==> src/hw/riscv_defs.svh <==
`ifndef RISCV_DEFS_SVH
`define RISCV_DEFS_SVH

// RV32I base integer widths
// Fixed by the instruction encoding, not tunable

// Integer register and data path width
`define XLEN 32

// Architectural integer registers, x0 included
`define REG_COUNT 32

// Width of the rs1, rs2 and rd instruction fields
`define REG_ADDR_W 5

`endif
==> src/hw/riscv_pkg.sv <==
`include "riscv_defs.svh"

package riscv_pkg;

    // R-format view, register to register ops
    typedef struct packed {
        logic [6:0]             funct7;
        logic [`REG_ADDR_W-1:0] rs2;
        logic [`REG_ADDR_W-1:0] rs1;
        logic [2:0]             funct3;
        logic [`REG_ADDR_W-1:0] rd;
        logic [6:0]             opcode;
    } r_fmt_t;

    // I-format view, also used for JALR and loads
    typedef struct packed {
        logic [11:0]            imm;
        logic [`REG_ADDR_W-1:0] rs1;
        logic [2:0]             funct3;
        logic [`REG_ADDR_W-1:0] rd;
        logic [6:0]             opcode;
    } i_fmt_t;

    // S-format view, immediate split around rs2/rs1
    // B-format reuses the same bit positions
    typedef struct packed {
        logic [6:0]             imm_hi;
        logic [`REG_ADDR_W-1:0] rs2;
        logic [`REG_ADDR_W-1:0] rs1;
        logic [2:0]             funct3;
        logic [4:0]             imm_lo;
        logic [6:0]             opcode;
    } s_fmt_t;

    // One instruction word, several decodings of the same bits
    typedef union packed {
        logic [31:0] raw;
        r_fmt_t      r;
        i_fmt_t      i;
        s_fmt_t      s;
    } instr_u;

    // Writeback port driven from outside the stage
    typedef struct packed {
        logic                   we;
        logic [`REG_ADDR_W-1:0] rd;
        logic [`XLEN-1:0]       data;
    } wb_t;

    // Decoded bundle handed to execute
    typedef struct packed {
        logic                   valid;
        logic [6:0]             opcode;
        logic [2:0]             funct3;
        logic [6:0]             funct7;
        logic [`REG_ADDR_W-1:0] rs1;
        logic [`REG_ADDR_W-1:0] rs2;
        logic [`REG_ADDR_W-1:0] rd;
        logic [`XLEN-1:0]       rs1_data;
        logic [`XLEN-1:0]       rs2_data;
        logic [`XLEN-1:0]       imm;
    } id_ex_t;

    // RV32I major opcodes
    localparam logic [6:0] OP     = 7'b0110011;
    localparam logic [6:0] OP_IMM = 7'b0010011;
    localparam logic [6:0] LOAD   = 7'b0000011;
    localparam logic [6:0] STORE  = 7'b0100011;
    localparam logic [6:0] BRANCH = 7'b1100011;
    localparam logic [6:0] JAL    = 7'b1101111;
    localparam logic [6:0] JALR   = 7'b1100111;
    localparam logic [6:0] LUI    = 7'b0110111;
    localparam logic [6:0] AUIPC  = 7'b0010111;

endpackage

==> src/hw/decode_stage.sv <==
`timescale 1ns/1ns

`include "riscv_defs.svh"

module decode_stage
    import riscv_pkg::*;
(
    input  logic   clk,
    input  logic   rst_n,

    // Instruction from fetch
    input  instr_u instr,
    input  logic   instr_valid,

    // Writeback port
    input  wb_t    wb,

    // Registered bundle to execute
    output id_ex_t id_ex
);

    // Decoder outputs
    logic [`REG_ADDR_W-1:0] rs1;
    logic [`REG_ADDR_W-1:0] rs2;
    logic [`REG_ADDR_W-1:0] rd;
    logic [6:0]             opcode;
    logic [2:0]             funct3;
    logic [6:0]             funct7;
    logic [`XLEN-1:0]       imm;

    // Operand values
    logic [`XLEN-1:0] rs1_data;
    logic [`XLEN-1:0] rs2_data;

    // Next ID/EX contents
    id_ex_t id_ex_d;

    instr_decode u_instr_decode (
        .instr  (instr),
        .rs1    (rs1),
        .rs2    (rs2),
        .rd     (rd),
        .opcode (opcode),
        .funct3 (funct3),
        .funct7 (funct7),
        .imm    (imm)
    );

    // Read addresses come straight from the decoder
    reg_file u_reg_file (
        .clk      (clk),
        .rst_n    (rst_n),
        .rs1_addr (rs1),
        .rs2_addr (rs2),
        .wb       (wb),
        .rs1_data (rs1_data),
        .rs2_data (rs2_data)
    );

    always_comb begin
        id_ex_d.valid    = instr_valid;
        id_ex_d.opcode   = opcode;
        id_ex_d.funct3   = funct3;
        id_ex_d.funct7   = funct7;
        id_ex_d.rs1      = rs1;
        id_ex_d.rs2      = rs2;
        id_ex_d.rd       = rd;
        id_ex_d.rs1_data = rs1_data;
        id_ex_d.rs2_data = rs2_data;
        id_ex_d.imm      = imm;
    end

    // Loads every cycle, no stall path
    always_ff @(posedge clk) begin
        if (!rst_n) begin
            id_ex <= '0;
        end else begin
            id_ex <= id_ex_d;
        end
    end

    // No bundle escapes a reset cycle
    a_valid_after_reset: assert property (@(posedge clk) !rst_n |=> !id_ex.valid)
        else $error("id_ex.valid high right after reset");

endmodule

==> src/hw/reg_file.sv <==
`timescale 1ns/1ns

`include "riscv_defs.svh"

module reg_file
    import riscv_pkg::*;
(
    input  logic                   clk,
    input  logic                   rst_n,

    // Read addresses
    input  logic [`REG_ADDR_W-1:0] rs1_addr,
    input  logic [`REG_ADDR_W-1:0] rs2_addr,

    // Write port
    input  wb_t                    wb,

    // Read data, combinational
    output logic [`XLEN-1:0]       rs1_data,
    output logic [`XLEN-1:0]       rs2_data
);

    // Storage for x1..x31 only
    logic [`XLEN-1:0] regs [1:`REG_COUNT-1];

    // Full read view, x0 tied to zero
    logic [`XLEN-1:0] rd_view [0:`REG_COUNT-1];

    // One-hot write enables
    logic [`REG_COUNT-1:1] wr_en;

    // Bypass a same-cycle write, never for x0
    function automatic logic [`XLEN-1:0] bypass_read(
        input logic [`REG_ADDR_W-1:0] addr,
        input logic [`XLEN-1:0]       stored,
        input wb_t                    w
    );
        if (w.we && (w.rd == addr) && (addr != '0)) begin
            return w.data;
        end
        return stored;
    endfunction

    // Address decode gated by the strobe
    always_comb begin
        for (int i = 1; i < `REG_COUNT; i++) begin
            wr_en[i] = wb.we && (wb.rd == i[`REG_ADDR_W-1:0]);
        end
    end

    // One register per entry, cleared on reset
    for (genvar g = 1; g < `REG_COUNT; g++) begin : g_reg
        always_ff @(posedge clk) begin
            if (!rst_n) begin
                regs[g] <= '0;
            end else if (wr_en[g]) begin
                regs[g] <= wb.data;
            end
        end
    end

    always_comb begin
        rd_view[0] = '0;
        for (int i = 1; i < `REG_COUNT; i++) begin
            rd_view[i] = regs[i];
        end
    end

    // Two independent read muxes
    always_comb begin
        rs1_data = bypass_read(rs1_addr, rd_view[rs1_addr], wb);
        rs2_data = bypass_read(rs2_addr, rd_view[rs2_addr], wb);
    end

    // x0 reads as zero, even while x0 is written
    a_x0_zero: assert property (@(posedge clk)
        ((rs1_addr == '0) |-> (rs1_data == '0)) and ((rs2_addr == '0) |-> (rs2_data == '0)))
        else $error("x0 read returned nonzero data");

    // Committed write lands one cycle later
    a_write_commit: assert property (@(posedge clk) disable iff (!rst_n)
        (wb.we && (wb.rd != '0)) |=> (rd_view[$past(wb.rd)] == $past(wb.data)))
        else $error("write to x%0d not committed", $past(wb.rd));

    a_read_known: assert property (@(posedge clk) disable iff (!rst_n)
        !$isunknown({rs1_data, rs2_data}))
        else $error("unknown value on a read port");

endmodule

==> src/hw/instr_decode.sv <==
`timescale 1ns/1ns

`include "riscv_defs.svh"

module instr_decode
    import riscv_pkg::*;
(
    input  instr_u                 instr,

    // Register addresses
    output logic [`REG_ADDR_W-1:0] rs1,
    output logic [`REG_ADDR_W-1:0] rs2,
    output logic [`REG_ADDR_W-1:0] rd,

    // Raw control fields
    output logic [6:0]             opcode,
    output logic [2:0]             funct3,
    output logic [6:0]             funct7,

    // Sign-extended immediate
    output logic [`XLEN-1:0]       imm
);

    // Candidate immediates, one per format
    logic [`XLEN-1:0] imm_i;
    logic [`XLEN-1:0] imm_s;
    logic [`XLEN-1:0] imm_b;
    logic [`XLEN-1:0] imm_u;
    logic [`XLEN-1:0] imm_j;

    // Register and control fields sit at fixed positions
    // in every format, so the R view covers them all
    always_comb begin
        opcode = instr.r.opcode;
        rd     = instr.r.rd;
        funct3 = instr.r.funct3;
        rs1    = instr.r.rs1;
        rs2    = instr.r.rs2;
        funct7 = instr.r.funct7;
    end

    always_comb begin
        // I-type, 12-bit signed
        imm_i = {{(`XLEN-12){instr.i.imm[11]}}, instr.i.imm};

        // S-type, halves joined around rs2
        imm_s = {{(`XLEN-12){instr.s.imm_hi[6]}}, instr.s.imm_hi, instr.s.imm_lo};

        // B-type, shuffled S bits, halfword aligned
        imm_b = {{(`XLEN-13){instr.s.imm_hi[6]}},
                 instr.s.imm_hi[6],
                 instr.s.imm_lo[0],
                 instr.s.imm_hi[5:0],
                 instr.s.imm_lo[4:1],
                 1'b0};

        // U-type, upper 20 bits
        imm_u = {instr.raw[31:12], 12'b0};

        // J-type, sign in bit 31, then imm[19:12], imm[11], imm[10:1]
        imm_j = {{(`XLEN-21){instr.raw[31]}},
                 instr.raw[31],
                 instr.raw[19:12],
                 instr.raw[20],
                 instr.raw[30:21],
                 1'b0};
    end

    // Format select by opcode
    always_comb begin
        unique case (instr.r.opcode)
            OP_IMM,
            LOAD,
            JALR:    imm = imm_i;
            STORE:   imm = imm_s;
            BRANCH:  imm = imm_b;
            LUI,
            AUIPC:   imm = imm_u;
            JAL:     imm = imm_j;
            // R-type has no immediate
            default: imm = '0;
        endcase

        // Control transfer targets must stay halfword aligned
        if ((instr.r.opcode == BRANCH) || (instr.r.opcode == JAL)) begin
            a_imm_align: assert (imm[0] == 1'b0)
                else $error("odd branch/jump immediate %h", imm);
        end
    end

endmodule

==> config.mk <==
export PLATFORM = sky130hd
export DESIGN_NAME = decode_stage
export DESIGN_NICKNAME = d
export VERILOG_FILES = /design/src/hw/riscv_pkg.sv /design/src/hw/decode_stage.sv /design/src/hw/reg_file.sv /design/src/hw/instr_decode.sv
export VERILOG_INCLUDE_DIRS = /design/src /design/src/hw
export SDC_FILE = /design/constraint.sdc
export NUM_CORES = 2
export LEC_CHECK = 0
export BUFFER_PORTS_ARGS = -buffer_cell sky130_fd_sc_hd__buf_4
export CORE_AREA = 2 2 384 386
export DETAILED_ROUTE_END_ITERATION = 8
export DIE_AREA = 0 0 386 388
export GPL_ROUTABILITY_DRIVEN = 0
export HOLD_SLACK_MARGIN = 0.1
export PLACE_DENSITY_LB_ADDON = 0.05
export SLEW_MARGIN = 10
export SYNTH_ARGS = -nofsm -noshare
export SYNTH_HDL_FRONTEND = slang
export SYNTH_SLANG_ARGS = --single-unit
==> constraint.sdc <==
create_clock -name clk -period 7.5 [get_ports clk]
set_clock_uncertainty 0.15 [all_clocks]
set_input_delay 1.5 -clock clk [delete_from_list [all_inputs] [get_ports clk]]
set_output_delay 1.5 -clock clk [all_outputs]
set_load 0.005 [all_outputs]
* Word level (Yosys, flattened, before mapping)
Memory sizes are Yosys's and may differ from the RTL's. Index checks and enable logic that the tools add are counted.
Storage, ports and cells: register bits 129, memory bits (writable) 992, input port bits 73, output and inout bits 129, memories kept 1
Memory list:
- u_reg_file.regs | depth 31, bits a word 32, rd ports 31, clocked after memory_dff 0, wr ports 31, line reg_file.sv:24 | logic [`XLEN-1:0] regs [1:`REG_COUNT-1];
Operators by class: $lt $le $gt $ge 2, eq/ne operators 41, mux-type cells 138, bitwise gates (word level) 33, reductions and logical operators 39
Operators by type and width (number):
- 2-to-1 mux 32 bit | 39
- binary-select mux 32 bit (select 5 bit) | 2
- case mux 32 bit (5 select lines) | 1
- 2-to-1 mux 1 bit | 96
- equality test 5 bit (second input constant) | 16
- equality test 5 x 4 -> 1 bit (second input constant) | 8
- logical AND 1 bit | 35
- OR 1 bit | 31
- equality test 7 bit (second input constant) | 3
- equality test 5 x 3 -> 1 bit (second input constant) | 4
- equality test 7 x 5 -> 1 bit (second input constant) | 2
- equality test 7 x 6 -> 1 bit (second input constant) | 2
- >= comparator 6 bit (second input constant) | 2
- NOT 5 -> 6 bit | 2
- equality test 5 x 2 -> 1 bit (second input constant) | 2
- equality test 5 bit | 2
- nonzero test 5 bit | 2
- equality test 7 x 2 -> 1 bit (second input constant) | 1
- equality test 5 x 1 -> 1 bit (second input constant) | 1
- OR reduction 3 bit | 1
- OR reduction 2 bit | 1

* Logic depth before layout (Yosys ltp)
depth after elaboration 6, depth in mapped cells 9, gate-level depth less buffers 5

* Modules after synthesis
From an unflattened synthesis, not the netlist that was laid out.
Second synthesis, totals: cell total of the unflattened synthesis 4091, area, all modules 58054.4 um2
By module, submodules not included:
- reg_file | times used 1, cells each 3711, area each 53777.8 um2, seq. area each 29788.6 um2
- decode_stage | times used 1, cells each 272, area each 3534.6 um2, seq. area each 2582.5 um2
- instr_decode | times used 1, cells each 108, area each 742.0 um2, seq. area each 0.0 um2

* Least setup slack after synthesis
OpenSTA, ideal clock, no wires.
kind input -> register, from in wb[32] (netlist bit), to reg, netlist name u_reg_file.regs[0][416], library setup time 0.466 ns, arrival time 4.502 ns, path slack 2.382 ns, stages 4, buffers on the path 1, cell sequence clkbuf_1 -> nor2b_1 -> nand3_1 -> o21ai_0
RTL lines:
- start, declared | line decode_stage.sv:16 | input wb_t wb,

* Worst setup path after layout
from in instr[24] (netlist bit), to reg id_ex[38] (netlist bit)
On the way: longest elaborated chain between the ends 5, elaborated cells on any way between the ends 10, those cells by class eq/ne (1); mux (5); bitwise (1); reduce/logical (3)
RTL lines:
- start, declared | line decode_stage.sv:12 | input instr_u instr,
- NOT 5 -> 6 bit (not written as such) / equality test 5 bit (equally long branches) | line reg_file.sv:72, reg_file.sv:38
- binary-select mux 32 bit (select 5 bit) / logical AND 1 bit (equally long branches) | line reg_file.sv:72, reg_file.sv:38
- 2-to-1 mux 32 bit (not written as such) / logical AND 1 bit (equally long branches) | line reg_file.sv:72, reg_file.sv:38
- 2-to-1 mux 32 bit (not written as such) / 2-to-1 mux 1 bit (equally long branches) | line reg_file.sv:72, reg_file.sv:38
- 2-to-1 mux 32 bit (*) | line reg_file.sv:41 | return stored;
- end signal, assigned | line decode_stage.sv:78 | id_ex <= id_ex_d;
- end, declared | line decode_stage.sv:19 | output id_ex_t id_ex
Every way passes the cells marked *; elsewhere a longest branch is shown, timed or not. The select of a mux whose other input is x is not followed. A chain may end at the register's enable or synchronous reset.

==> impl_metrics.env <==
export IMPL_status="finished, final reports clean"
export IMPL_synth_simple_area_share_pct=12.9
export IMPL_finalCritPeriodShare_pct=58.8
export IMPL_finalWorstSetupSlack_ns=3.09
export IMPL_cp_data_required_time_ns=8.03
export IMPL_first_iter_violations=4820
export IMPL_fin_crit_ns=4.41
export IMPL_r2r_cells=4
export IMPL_hold_class="register to register"
export IMPL_hold_violations=0
export IMPL_fin_cells=6461
export IMPL_wl_per_cell_um=38.0
export IMPL_cp_max_fo=28
export IMPL_track_usage_pct=32.4
export IMPL_synthAdderAreaFrac_pct=0
export IMPL_cp_start_kind="input pin"
export IMPL_cp_slowest_cell="a211oi_1"
export IMPL_antenna_found_initial=23
export IMPL_end_kind="register"
export IMPL_powerDensity_mw_per_mm2=238
export IMPL_crit_path_max_incr_delay_ns=0.87
export IMPL_syn_avg_cell_area_um2=13.2
export IMPL_async_flop_share_pct=0
export IMPL_synth_compound_area_share_pct=9.21
export IMPL_crit_end="id_ex[38]"
export IMPL_synth_flop_cell="edfxtp_1"
export IMPL_synth_nets=4482
export IMPL_crit_type="input pin to register"
export IMPL_place_inst=6202
export IMPL_netlist_area_mm2=0.0580
export IMPL_clk_pin_slew_ns=0.06
export IMPL_io_pins=202
export IMPL_fillers=13100
export IMPL_core_area_mm2=0.145
export IMPL_htree_levels=4
export IMPL_p_leak_nw=23.9
export IMPL_yosysTopAreaCell="edfxtp_1"
export IMPL_antenna_left=0
export IMPL_ys_types=55
export IMPL_die_y_um=388
export IMPL_fp_dieArea_mm2=0.150
export IMPL_drt_pass1_iter_count=7
export IMPL_slew_viol_final=0
export IMPL_synth_area_mux_share_pct=18.0
export IMPL_drive_gt1_share_pct=18.9
export IMPL_syn_inst=4409
export IMPL_drt_wl_total_mm=245
export IMPL_synth_edf_count=992
export IMPL_fmax_ghz=0.227
export IMPL_drc=0
export IMPL_crit_chain="buf_4 > buf_4 > nor2_1 > nand2_1 > buf_4 > o22ai_1 > a211oi_1 > a22o_1"
export IMPL_clock_sinks=1121
export IMPL_register_area_mm2=0.0324
export IMPL_fp_row_count=140
export IMPL_layout_nets=4495
export IMPL_grt_max_degree=103
export IMPL_synth_top_family_by_area="multiplexers"
export IMPL_synth_seq_cells=1121
export IMPL_clock_latency_ns=0.78
export IMPL_gr_total_overflow=0
export IMPL_synthTopCellsByArea="edfxtp_1 (51%), and2_1 (11%), mux2i_1 (9.3%)"
export IMPL_grt_pass1_vias=39200
export IMPL_post_cts_repair_setup_buffers=0
export IMPL_via_count=40000
export IMPL_place_ws_ns=2.35
export IMPL_worstPathArrival_ns=4.94
export IMPL_initial_core_util_pct=39.9
export IMPL_area_growth_pct=13.3
export IMPL_final_setup_viol_count=0
export IMPL_ys_warn_count=0
export IMPL_synth_xor_area_share_pct=0.121
export IMPL_crit_top_cell="buf_4"
export IMPL_cap_violations=0
export IMPL_hpwlAfterDp_mm=149
export IMPL_r2r_end="id_ex[67]"
export IMPL_relSlewSlack_pct=10.5
export IMPL_rsz0062_at_grt="no"
export IMPL_cts_resized_gates=0
export IMPL_ctsHoldBuffers=0
export IMPL_portBuffers=201
export IMPL_tightestPinTransition_ns=1.33
export IMPL_ir_worst_vdd_mv=0.183
export IMPL_min_delay_start="u_reg_file.regs[0][43]"
export IMPL_cts_buffers=135
export IMPL_die_width_um=386
export IMPL_grt_pass1_wl_mm=334
export IMPL_rrSetupSlack_ns=4.80
export IMPL_cp_startpoint="instr[24]"
export IMPL_yosysSeqAreaShare_pct=55.8
export IMPL_tns_ns=0
export IMPL_viasPerCell=6.19
export IMPL_multi_input_area_mm2=0.0240
export IMPL_r2r_start="u_reg_file.regs[0][195]"
export IMPL_cts_buffer_depth=3
export IMPL_synth_top_cell_area_share_pct=51.4
export IMPL_root_buffer="clkbuf_16"
export IMPL_cts_tree="built"
-- critical path: cells and delay by family --
family          cells  cell delay [ns]
simple gates        2             0.60
buf+inv             3             1.40
compound gates      3             1.36
-- power by group --
part	internal, mW	switching, mW	leakage (nW)
Combinational	0.663	1.23	11.3
Clock	3.65	2.74	2.04
Sequential	7.15	0.225	10.5
Total	11.5	4.20	23.9
-- synth_stat cells, types with 47 or more instances --
| cell | number |
|---|---|
| a21oi_1 | 213 |
| o22ai_1 | 51 |
| and2_1 | 1031 |
| a22oi_1 | 210 |
| mux4_2 | 202 |
| buf_2 | 54 |
| mux2_2 | 47 |
| clkbuf_1 | 308 |
| mux2i_1 | 537 |
| nor2_1 | 48 |
| edfxtp_1 | 992 |
| nand2_1 | 69 |
| dfxtp_1 | 129 |
| a221oi_1 | 49 |
| a211oi_1 | 69 |
-- cell type report --
class | count | share of cell area, %
clock buffers | 197 | 5.90
clock inverters | 50 | 0.474
repair buffers | 342 | 4.13
well taps | 1917 | 3.65
flip-flops and latches | 1121 | 49.3
inverters | 3 | 0.0171
multi-input cells | 2819 | 36.5
diodes | 12 | 0.0457
-- logic make-up after synthesis --
| group | count (synthesis) |
|---|---|
| buf+inv | 469 |
| xor+xnor | 8 |
| compound gates | 776 |
| mux | 786 |
| simple gates | 1249 |
| flops | 1121 |
-- registers in the layout, indices dropped and copies added (netlist names) --
| register | flops |
|---|---|
| u_reg_file.regs | 992 |
| id_ex | 129 |
-- worst min-delay path by stage --
stage                            end  slack (ns)  cells after the start
after floorplan            id_ex[90]        0.56                      3
after global placement     id_ex[43]        0.70                      4
after detailed placement   id_ex[50]        0.69                      4
after CTS                  id_ex[50]        0.71                      4
after global routing      id_ex[128]        0.76                      2
final                      id_ex[43]        0.72                      4
-- cell usage in the layout, fill, tap and decap left out, types with 31 or more instances in the layout --
master,instances
a211oi_1,68
a21oi_1,213
a221oi_1,49
a22o_1,39
a22oi_1,210
and2_1,1029
buf_4,328
clkbuf_1,44
clkbuf_16,143
dfxtp_1,129
edfxtp_1,992
mux2_2,47
mux2i_1,537
mux4_2,202
nand2_1,69
o21ai_4,31
o22ai_1,51
-- per-stage QoR --
stage                     hold slack, ns  cell area, µm²  power, mW  utilization (%)
after global placement             0.698           61500       9.37             42.3
after global routing               0.763           65700       16.0             45.2
after detailed placement           0.690           61500       9.37             42.4
final                              0.720           65700       15.7             45.3
after floorplan                    0.560           58000       8.46                -
after CTS                          0.712           65700       15.7             45.2
-- per-layer routing --
metal	global-route usage, %	part of all wire [%]	vias up
met5	0	0.010	-
met4	14.4	5.0	4
met3	5.73	7.9	423
met2	50.4	46	2119
met1	44.1	41	20800
li1	-	-	16700
No activity file was read; power rests on OpenSTA's default activity.
